===== src/fp_pkg.sv =====
package fp_pkg;

    // single precision field widths
    // top level takes these as parameter defaults
    localparam int fp_exp_w = 8;

    // stored fraction only without the hidden bit
    localparam int fp_man_w = 23;

    // operation select
    // sub flips the sign of b before alignment
    typedef enum logic {
        fp_op_add = 1'b0,
        fp_op_sub = 1'b1
    } fp_op_e;

    // one register per stage
    // align, mantissa add/sub, normalize
    localparam int fp_latency = 3;

endpackage


===== src/fp_align.sv =====
`timescale 1ns/1ps

module fp_align
    import fp_pkg::*;
#(
    parameter int exp_w = fp_exp_w,
    parameter int man_w = fp_man_w
) (
    input  logic                 clk,
    input  logic                 rst_n,
    input  logic                 in_valid,
    input  logic [exp_w+man_w:0] a,
    input  logic [exp_w+man_w:0] b,
    input  fp_op_e               op,
    output logic                 s1_valid,
    output logic                 s1_sign_big,
    output logic                 s1_sign_small,
    output logic [exp_w-1:0]     s1_exp,
    output logic [man_w:0]       s1_man_big,
    output logic [man_w:0]       s1_man_small
);

    // unpacked operand fields
    logic             sign_a;
    logic             sign_b;
    logic [exp_w-1:0] exp_a;
    logic [exp_w-1:0] exp_b;
    // mantissas with the implicit one in front
    logic [man_w:0]   man_a;
    logic [man_w:0]   man_b;

    // big/small selection
    logic             a_big;
    logic             sign_big;
    logic             sign_small;
    logic [exp_w-1:0] exp_big;
    logic [exp_w-1:0] exp_diff;
    logic [man_w:0]   man_big;
    logic [man_w:0]   man_small;

    assign sign_a = a[exp_w+man_w];
    assign exp_a  = a[exp_w+man_w-1:man_w];
    assign man_a  = {1'b1, a[man_w-1:0]};

    // subtract is add with b negated
    assign sign_b = b[exp_w+man_w] ^ (op == fp_op_sub);
    assign exp_b  = b[exp_w+man_w-1:man_w];
    assign man_b  = {1'b1, b[man_w-1:0]};

    // a wins only on a strictly larger exponent so ties go to b
    assign a_big = (exp_a > exp_b);

    always_comb begin
        if (a_big) begin
            sign_big   = sign_a;
            sign_small = sign_b;
            exp_big    = exp_a;
            exp_diff   = exp_a - exp_b;
            man_big    = man_a;
            man_small  = man_b;
        end else begin
            sign_big   = sign_b;
            sign_small = sign_a;
            exp_big    = exp_b;
            exp_diff   = exp_b - exp_a;
            man_big    = man_b;
            man_small  = man_a;
        end
    end

    // stage 1 register
    always_ff @(posedge clk or negedge rst_n) begin
        if (!rst_n) begin
            s1_valid      <= 1'b0;
            s1_sign_big   <= 1'b0;
            s1_sign_small <= 1'b0;
            s1_exp        <= '0;
            s1_man_big    <= '0;
            s1_man_small  <= '0;
        end else begin
            s1_valid <= in_valid;
            if (in_valid) begin
                s1_sign_big   <= sign_big;
                s1_sign_small <= sign_small;
                s1_exp        <= exp_big;
                s1_man_big    <= man_big;
                // whole mantissa shifted out so nothing is left to add
                if (exp_diff >= man_w + 1) begin
                    s1_man_small <= '0;
                end else begin
                    // truncating shift drops the lost bits
                    s1_man_small <= man_small >> exp_diff;
                end
            end
        end
    end

endmodule


===== src/fp_mant_addsub.sv =====
`timescale 1ns/1ps

module fp_mant_addsub
    import fp_pkg::*;
#(
    parameter int exp_w = fp_exp_w,
    parameter int man_w = fp_man_w
) (
    input  logic               clk,
    input  logic               rst_n,
    input  logic               s1_valid,
    input  logic               s1_sign_big,
    input  logic               s1_sign_small,
    input  logic [exp_w-1:0]   s1_exp,
    input  logic [man_w:0]     s1_man_big,
    input  logic [man_w:0]     s1_man_small,
    output logic               s2_valid,
    output logic               s2_sign,
    output logic [exp_w-1:0]   s2_exp,
    output logic [man_w+1:0]   s2_sum
);

    // one extra bit on top for the carry
    logic [man_w+1:0] sum;
    logic             sign;

    always_comb begin
        if (s1_sign_big == s1_sign_small) begin
            // like signs add the magnitudes
            sum  = {1'b0, s1_man_big} + {1'b0, s1_man_small};
            sign = s1_sign_big;
        end else if (s1_man_big > s1_man_small) begin
            sum  = {1'b0, s1_man_big} - {1'b0, s1_man_small};
            sign = s1_sign_big;
        end else if (s1_man_small > s1_man_big) begin
            // only possible on equal exponents
            sum  = {1'b0, s1_man_small} - {1'b0, s1_man_big};
            sign = s1_sign_small;
        end else begin
            // exact cancellation gives +0
            sum  = '0;
            sign = 1'b0;
        end
    end

    // stage 2 register with the exponent riding along
    always_ff @(posedge clk or negedge rst_n) begin
        if (!rst_n) begin
            s2_valid <= 1'b0;
            s2_sign  <= 1'b0;
            s2_exp   <= '0;
            s2_sum   <= '0;
        end else begin
            s2_valid <= s1_valid;
            if (s1_valid) begin
                s2_sign <= sign;
                s2_exp  <= s1_exp;
                s2_sum  <= sum;
            end
        end
    end

endmodule


===== src/fp_normalize.sv =====
`timescale 1ns/1ps

module fp_normalize
    import fp_pkg::*;
#(
    parameter int exp_w = fp_exp_w,
    parameter int man_w = fp_man_w
) (
    input  logic                 clk,
    input  logic                 rst_n,
    input  logic                 s2_valid,
    input  logic                 s2_sign,
    input  logic [exp_w-1:0]     s2_exp,
    input  logic [man_w+1:0]     s2_sum,
    output logic                 out_valid,
    output logic [exp_w+man_w:0] result,
    output logic                 overflow,
    output logic                 underflow
);

    // signed exponent with two guard bits
    localparam int ew   = exp_w + 2;
    // enough bits to count 0..man_w leading zeros
    localparam int lz_w = $clog2(man_w + 2);
    // all ones exponent is reserved for infinity
    localparam logic signed [ew-1:0] exp_max = $signed({2'b00, {exp_w{1'b1}}});

    logic [lz_w-1:0]      lz;
    logic [man_w:0]       norm_man;
    logic signed [ew-1:0] norm_exp;
    logic                 sum_zero;
    logic                 ovf;
    logic                 unf;
    logic [exp_w+man_w:0] packed_res;

    assign sum_zero = (s2_sum == '0);

    // leading zero count below the carry bit
    // scan upward so the highest set bit wins
    always_comb begin
        lz = '0;
        for (int i = 0; i <= man_w; i++) begin
            if (s2_sum[i]) begin
                lz = lz_w'(man_w - i);
            end
        end
    end

    always_comb begin
        if (s2_sum[man_w+1]) begin
            // carry out shifts one place right
            norm_man = s2_sum[man_w+1:1];
            norm_exp = $signed({2'b00, s2_exp}) + 1;
        end else begin
            // bring the leading one up to the hidden bit
            norm_man = s2_sum[man_w:0] << lz;
            norm_exp = $signed({2'b00, s2_exp}) - $signed({1'b0, lz});
        end
    end

    // clamp and pack
    always_comb begin
        ovf = 1'b0;
        unf = 1'b0;
        if (sum_zero) begin
            // cancellation always reports +0
            packed_res = '0;
            unf        = 1'b1;
        end else if (norm_exp >= exp_max) begin
            // signed infinity
            packed_res = {s2_sign, {exp_w{1'b1}}, {man_w{1'b0}}};
            ovf        = 1'b1;
        end else if (norm_exp <= 0) begin
            // no denormals so flush to signed zero
            packed_res = {s2_sign, {(exp_w + man_w){1'b0}}};
            unf        = 1'b1;
        end else begin
            // hidden bit dropped on the way out
            packed_res = {s2_sign, norm_exp[exp_w-1:0], norm_man[man_w-1:0]};
        end
    end

    // stage 3 register
    always_ff @(posedge clk or negedge rst_n) begin
        if (!rst_n) begin
            out_valid <= 1'b0;
            result    <= '0;
            overflow  <= 1'b0;
            underflow <= 1'b0;
        end else begin
            out_valid <= s2_valid;
            if (s2_valid) begin
                result    <= packed_res;
                overflow  <= ovf;
                underflow <= unf;
            end
        end
    end

endmodule


===== src/fp_add_pipe.sv =====
`timescale 1ns/1ps

module fp_add_pipe
    import fp_pkg::*;
#(
    parameter int exp_w = fp_exp_w,
    parameter int man_w = fp_man_w
) (
    input  logic                 clk,
    input  logic                 rst_n,
    input  logic                 in_valid,
    input  logic [exp_w+man_w:0] a,
    input  logic [exp_w+man_w:0] b,
    input  fp_op_e               op,
    output logic                 out_valid,
    output logic [exp_w+man_w:0] result,
    output logic                 overflow,
    output logic                 underflow
);

    // align to add/sub
    logic             s1_valid;
    logic             s1_sign_big;
    logic             s1_sign_small;
    logic [exp_w-1:0] s1_exp;
    logic [man_w:0]   s1_man_big;
    logic [man_w:0]   s1_man_small;

    // add/sub to normalize
    logic             s2_valid;
    logic             s2_sign;
    logic [exp_w-1:0] s2_exp;
    logic [man_w+1:0] s2_sum;

    // stage 1 compares exponents and shifts the small mantissa
    fp_align #(
        .exp_w (exp_w),
        .man_w (man_w)
    ) u_align (
        .clk           (clk),
        .rst_n         (rst_n),
        .in_valid      (in_valid),
        .a             (a),
        .b             (b),
        .op            (op),
        .s1_valid      (s1_valid),
        .s1_sign_big   (s1_sign_big),
        .s1_sign_small (s1_sign_small),
        .s1_exp        (s1_exp),
        .s1_man_big    (s1_man_big),
        .s1_man_small  (s1_man_small)
    );

    // stage 2 does the signed magnitude add
    fp_mant_addsub #(
        .exp_w (exp_w),
        .man_w (man_w)
    ) u_addsub (
        .clk           (clk),
        .rst_n         (rst_n),
        .s1_valid      (s1_valid),
        .s1_sign_big   (s1_sign_big),
        .s1_sign_small (s1_sign_small),
        .s1_exp        (s1_exp),
        .s1_man_big    (s1_man_big),
        .s1_man_small  (s1_man_small),
        .s2_valid      (s2_valid),
        .s2_sign       (s2_sign),
        .s2_exp        (s2_exp),
        .s2_sum        (s2_sum)
    );

    // stage 3 normalizes, clamps and packs
    fp_normalize #(
        .exp_w (exp_w),
        .man_w (man_w)
    ) u_norm (
        .clk       (clk),
        .rst_n     (rst_n),
        .s2_valid  (s2_valid),
        .s2_sign   (s2_sign),
        .s2_exp    (s2_exp),
        .s2_sum    (s2_sum),
        .out_valid (out_valid),
        .result    (result),
        .overflow  (overflow),
        .underflow (underflow)
    );

endmodule


===== config.mk =====
export PLATFORM = sky130hd
export DESIGN_NAME = fp_add_pipe
export DESIGN_NICKNAME = d
export VERILOG_FILES = /design/src/fp_pkg.sv /design/src/fp_align.sv /design/src/fp_mant_addsub.sv /design/src/fp_normalize.sv /design/src/fp_add_pipe.sv
export SDC_FILE = /design/constraint.sdc
export NUM_CORES = 1
export LEC_CHECK = 0
export BUFFER_PORTS_ARGS = -buffer_cell sky130_fd_sc_hd__buf_2
export CAP_MARGIN = 20
export CORE_MARGIN = 2
export CORE_UTILIZATION = 48
export DETAILED_ROUTE_END_ITERATION = 8
export PLACE_DENSITY_LB_ADDON = 0.15
export SETUP_SLACK_MARGIN = 0.2
export SLEW_MARGIN = 10
export SYNTH_ARGS = -nofsm -noshare
export SYNTH_HDL_FRONTEND = slang
export SYNTH_HIERARCHICAL = 1
export SYNTH_SLANG_ARGS = --single-unit
export TNS_END_PERCENT = 50

===== constraint.sdc =====
create_clock -name clk -period 5.1 [get_ports clk]
set_input_delay 0 -clock clk [delete_from_list [all_inputs] [get_ports clk]]
set_output_delay 0 -clock clk [all_outputs]
set_load 0.01 [all_outputs]

# Word level (Yosys, flattened, before mapping)
# Index checks and enable logic that the tools add are counted.
totals:
  word_cells: 79
  output_inout_bits: 35
  register_bits: 129
  input_bits: 68
op_classes:
  shifts: 2
  n_lt_le_gt_ge: 6
  n_mux: 47
  n_reduce_logical: 1
  add_sub_neg: 7
  bitwise_logic: 1
  n_eq_ne: 1
op_table:
  columns: ["operator", "count"]
  rows:
  - ["5-bit 2-to-1 mux", 24]
  - ["25-bit 2-to-1 mux", 3]
  - ["23-bit 2-to-1 mux", 3]
  - ["31-bit 2-to-1 mux", 2]
  - ["24-bit by 24-bit subtractor with 25-bit output", 2]
  - ["24-bit greater-than comparator", 2]
  - ["32-bit 2-to-1 mux", 1]
  - ["24-bit by 24-bit adder with 25-bit output", 1]
  - ["25-bit logical NOT", 1]
  - ["24-bit 2-to-1 mux", 1]
  - ["24-bit by 5-bit left shift with 23-bit output", 1]
  - ["24-bit by 8-bit right shift with 24-bit output", 1]
  - ["8-bit 2-to-1 mux", 2]
  - ["8-bit subtractor", 2]
  - ["10-bit by 9-bit >= comparator with 1-bit output, second input constant", 1]
  - ["10-bit by 1-bit <= comparator with 1-bit output, second input constant", 1]
  - ["1-bit 2-to-1 mux", 10]
  - ["10-bit 2-to-1 mux", 1]
  - ["8-bit by 1-bit adder with 9-bit output, second input constant", 1]
  - ["8-bit by 5-bit subtractor with 9-bit output", 1]
  - ["8-bit by 5-bit >= comparator with 1-bit output, second input constant", 1]
  - ["8-bit greater-than comparator", 1]
  - ["1-bit equality test", 1]
  - ["1-bit XOR", 1]

# Longest topological paths before layout
logic_depth:
  word_depth: 30
  mapped_depth: 19
  ltp_nobuf: 17

# Cells and area by module
# Netlist, hierarchy kept.
by_module_without_submodules:
  columns: ["mod", "area_per_inst_um2", "n_inst", "cells_per_inst"]
  rows:
  - ["fp_mant_addsub", 5545.3, 1, 754]
  - ["fp_align", 5041.1, 1, 587]
  - ["fp_normalize", 3415.8, 1, 395]

# Worst setup path before layout
# OpenSTA, ideal clock, no wires.
synth_timing:
  kind: "flip-flop to flip-flop"
  startpoint: "reg u_addsub.s2_sum[13]"
  endpoint: "reg u_norm.result[16]"
  slack_ns: 0.940
  n_path_buf: 2
  t_arrival_ns: 4.034
  required_time_ns: 4.974
  path_stages_with_launch: 19
  synth_period_minus_slack_ns: 4.160
  path_cell_list: "dfrtp_1 -> buf_6 -> or3_1 -> a211oi_2 -> o21ai_4 -> inv_4 -> ha_1 -> inv_1 -> fa_1 -> a211oi_2 -> nor2_1 -> xnor2_1 -> o21ai_1 -> nand4b_1 -> or4_1 -> and4_1 -> buf_6 -> and3_1 -> a221o_1"
synth_between:
  elab_chain_len: 17
  word_cells_on_any_way: 21
  classes_between: "1 x add/sub; 2 x order compare; 1 x shift; 16 x mux; 1 x reduce/logical"
synth_lines:
  columns: ["item", "line_no", "text"]
  rows:
  - ["start, declared", "fp_mant_addsub.sv:20", "output logic [man_w+1:0] s2_sum"]
  - ["start signal, assigned", "fp_mant_addsub.sv:58", "s2_sum <= sum;"]
  - ["5-bit 2-to-1 mux (11 in series)", "fp_normalize.sv:43", "if (s2_sum[i]) begin"]
  - ["8-bit by 5-bit subtractor with 9-bit output", "fp_normalize.sv:57", "norm_exp = $signed({2'b00, s2_exp}) - $signed({1'b0, lz});"]
  - ["10-bit 2-to-1 mux", "fp_normalize.sv:50", "if (s2_sum[man_w+1]) begin"]
  - ["10-bit by 1-bit <= comparator with 1-bit output", "fp_normalize.sv:73", "end else if (norm_exp <= 0) begin"]
  - ["31-bit 2-to-1 mux", "fp_normalize.sv:73", null]
  - ["31-bit 2-to-1 mux", "fp_normalize.sv:69", "end else if (norm_exp >= exp_max) begin"]
  - ["32-bit 2-to-1 mux (*)", "fp_normalize.sv:65", "if (sum_zero) begin"]
  - ["end signal, assigned", "fp_normalize.sv:93", "result <= packed_res;"]
  - ["end, declared", "fp_normalize.sv:16", "output logic [exp_w+man_w:0] result,"]
# Every way passes the cells marked *; elsewhere a longest branch is shown, timed or not.
# A chain may end at the register's enable or synchronous reset.

# Worst setup path in the final report
layout_timing:
  startpoint: "reg u_addsub.s2_sum[16]"
  endpoint: "reg u_norm.result[4]"
layout_between:
  elab_chain_len: 14
  word_cells_on_any_way: 18
  classes_between: "1 x add/sub; 2 x order compare; 1 x shift; 13 x mux; 1 x reduce/logical"
layout_lines:
  columns: ["item", "line_no"]
  rows:
  - ["5-bit 2-to-1 mux (8 in series)", "fp_normalize.sv:43"]
  - ["8-bit by 5-bit subtractor with 9-bit output", "fp_normalize.sv:57"]
  - ["10-bit 2-to-1 mux", "fp_normalize.sv:50"]
  - ["10-bit by 1-bit <= comparator with 1-bit output", "fp_normalize.sv:73"]
  - ["31-bit 2-to-1 mux", "fp_normalize.sv:73"]
  - ["31-bit 2-to-1 mux", "fp_normalize.sv:69"]
  - ["32-bit 2-to-1 mux (*)", "fp_normalize.sv:65"]
# Marks and branches as above.

==> out/qor.txt <==
Number of remaining DRC errors - 0
Die Y - 174.8 µm
CP Class - register to register
CTS tree - done
P&R area growth vs syn - 13.49%
Final instance area - 15890 µm²
Synth cell types - 105
Gr ovfl total - 0
Setup-failing EPs final - 0
Router iterations before antenna repair - 5
Detailed placement HPWL - 36.07 mm
Post-DR wirelength/cell - 21.30 µm
Post-synth design cell area - 14000 µm²
CTS H-tree lvls - 4
Slew @ Worst Pin - 0.9080 ns
Share of cells above drive strength 1 - 14.29%
Worst-path clk slew - 0.07 ns
Final RePlAce weighted congestion - 0.9585
VDD IR max - 0.0002163 V
Die area - 30550 µm²
# Max-Cap Violations - 0
Via count - 14200
Slowest stage delay, CP - 0.54 ns
Mean Syn Cell Area - 8.066 µm²
# fillers - 2777
Max-slew violations - 0
Final Cycle Share - 88.60%
Total track usage - 30.94%
Num CTS Buffers - 17
Vias in the first global route - 13510
Routed WL - 47.68 mm
Worst slew margin - 39.03%
Critical Path Sink Type - register
Crit-path max FO - 9
Pin count of the biggest net entering global routing - 79
Core box area - 28700 µm²
Clock latency on the worst-skew pair - 0.43 ns
Final antenna-violating net count - 0
Crit path arrival time - 4.83 ns
HP Class - input pin to register
Most used DFF post-synth - dfrtp_1
Final setup TNS - 0 ns
Status - finished, final reports clean
I/O Buffers - 102
Area leader, netlist - dfrtp_1
Initial antenna violation count - 0
Starting DRC count in detailed routing - 1321
Antenna diodes - 0
Vias per cell - 6.343
LEAKAGE - 6.954 nW
Hold Fails Final Rpt - 0
Root Buffer - clkbuf_16
FMAX - 221.3 MHz
Post-CTS Setup Bufs - 0
Synthesized instance count - 1736
DP Area - 14710 µm²
First-pass GRT wire length - 75.91 mm
RSZ-0062 raised after global routing - no
Pwr dens - 395.0 nW/µm²
Ys async rst share - 100.0%
Num rows - 62
DIE WIDTH - 174.8 µm
Syn_nets - 1904
Slowest CP cell - or4_1
Synth area leaders - dfrtp_1, ha_1, mux2i_1
Required time of the critical path - 5.41 ns
IO Pins - 103
Sink Count - 129
WP buf/inv - 2
Yosys synthesis warning count - 6
Final min period - 4.518 ns
Reg-to-reg setup timing slack - 0.58 ns
Final net count - 2010
Starting density of the core - 48.78%
Layout Skew - 0.01477 ns
CP top delay family - simple AND/OR/NAND/NOR gates
Type of origin of the critical path - register
Number of synthesized flops with an enable pin - 0
Yosys top cell area share - 23.05%
Clock Tree Buf Depth - 2
Sequential area share after synthesis - 23.05%
Critical path, cell by cell - nor4_2, and2_1, and2_1, clkinv_1, ha_1, o21ai_0, o211ai_2, inv_1, nor2_1, nand4b_1, or4_1, nand4_1, nor2_1, a221o_1
Seq cells post-synth - 129
-- what timing repair did --
item,CTS,global route
endpoints found under the setup margin,0,7
gates resized for setup,0,3
hold buffers,59,0
hold endpoints to repair,111,0
-- cell usage after synthesis (all sizes together), types with 9 or more instances --
cell	count
nand2	140
ha	94
o2bb2ai	21
nor3	32
o21a	13
and3	9
a32oi	11
a211oi	30
nor2b	27
o21ai	93
nor2	174
xor2	12
nand3	29
a31oi	40
a221o	23
a21oi	131
o221ai	28
xnor2	25
clkbuf	47
o21bai	9
a21o	26
buf	59
nor4	18
and2	11
dfrtp	129
a22o	10
a221oi	14
o31ai	12
nand2b	31
o211ai	17
o22ai	38
nand4	17
inv	132
nor3b	10
a22oi	10
mux2	32
mux2i	74
-- area by class of cell --
class                      count  area, µm²  area share [%]
sequential                   129       3228           20.31
clock inverter                13      126.4          0.7952
multi-input combinational   1367       9748           61.34
tap                          384      480.5           3.023
timing repair buffer         193       1360           8.558
clock buffer                  19      442.9           2.787
inverter                     134      505.5           3.181
-- worst reg2reg max path, stage by stage, from the launching register on --
cell,delay (ns)
dfrtp_1,0.49
nor4_2,0.42
and2_1,0.23
and2_1,0.37
clkinv_1,0.20
ha_1,0.39
o21ai_0,0.14
o211ai_2,0.24
inv_1,0.06
nor2_1,0.20
nand4b_1,0.14
or4_1,0.54
nand4_1,0.37
nor2_1,0.23
a221o_1,0.39
-- report_power, final --
part	total (W)	switching (W)	internal [W]
logic	0.00338	0.00204	0.00133
registers	0.00168	0.000395	0.00128
clock network	0.00122	0.000530	0.000694
-- sequential cells by signal (all words and copies together), names as in the netlist --
| signal | cells |
|---|---|
| u_norm/out_valid | 1 |
| u_align/s1_exp | 8 |
| u_align/s1_man_big | 24 |
| u_addsub/s2_sum | 25 |
| u_addsub/s2_exp | 8 |
| u_align/s1_sign_big | 1 |
| u_addsub/s2_valid | 1 |
| u_align/s1_valid | 1 |
| u_addsub/s2_sign | 1 |
| u_align/s1_man_small | 24 |
| u_norm/result | 32 |
| u_norm/overflow | 1 |
| u_align/s1_sign_small | 1 |
| u_norm/underflow | 1 |
-- path summary, 6_finish.rpt --
| check | start | end | depth (start not counted) |
|---|---|---|---|
| setup reg to reg | u_addsub/s2_sum[16] | u_norm/result[4] | 14 |
| min in group asynchronous | rst_n | u_addsub/s2_sum[1] | 2 |
| hold / removal | a[26] | u_align/s1_exp[3] | 5 |
| hold reg to reg | u_norm/result[28] | u_norm/result[28] | 1 |
| max in group asynchronous | rst_n | u_align/s1_man_big[23] | 3 |
| setup / recovery | u_addsub/s2_sum[16] | u_norm/result[4] | 14 |
-- cells in the final DEF (no fill, tap or decap), types with 12 or more instances in the layout --
| cell | n |
|---|---|
| o221ai_1 | 28 |
| buf_4 | 31 |
| nor4_1 | 16 |
| dfrtp_1 | 129 |
| nand4_1 | 17 |
| dlygate4sd3_1 | 59 |
| o22ai_1 | 38 |
| nor3_1 | 29 |
| a21oi_1 | 130 |
| nand3_1 | 26 |
| a211oi_1 | 25 |
| a221o_1 | 23 |
| nor2_1 | 171 |
| o21ai_0 | 78 |
| o21a_1 | 13 |
| mux2_2 | 31 |
| xnor2_1 | 24 |
| buf_2 | 101 |
| nand2b_1 | 30 |
| a21o_1 | 26 |
| inv_1 | 127 |
| o31ai_1 | 12 |
| a31oi_1 | 39 |
| nand2_1 | 138 |
| nor2b_1 | 27 |
| clkbuf_16 | 17 |
| o2bb2ai_1 | 21 |
| mux2i_1 | 68 |
| ha_1 | 93 |
| o211ai_1 | 13 |
-- stage by stage --
stage | std cells | utilization (%) | worst slack, ns | hold slack, ns | power [W]
CTS | 2238 | 55.28 | 0.4973 | 0.002171 | 0.006213
global placement | 2147 | 51.24 | 0.5753 | 0.1089 | 0.004919
detailed placement | 2147 | 51.24 | 0.4848 | 0.1105 | 0.004918
finish | 2239 | 55.37 | 0.5816 | 0.02126 | 0.006276
global route | 2239 | 55.37 | 0.2087 | 0.02985 | 0.006650
floorplan | 1736 | - | 0.9400 | -0.2956 | 0.003900
-- logic make-up (layout without fill, tap and decap cells) --
group,count (synthesis),count (layout),synth area share [%]
compound gates,588,588,29.71
simple gates,528,528,18.26
buf+inv,240,359,7.586
flops,129,129,23.05
mux,114,114,9.633
fa+ha+maj,100,100,9.257
xor+xnor,37,37,2.502
-- layer usage --
layer  track usage (%)  wire, µm  up-vias
met1             41.88     21070     6868
met2             50.31     22020      601
met3             4.243      2929       97
li1                  -         -     6637
met5                 0         0        -
met4             11.67      1662        0
(Power assumes the default switching activity.)
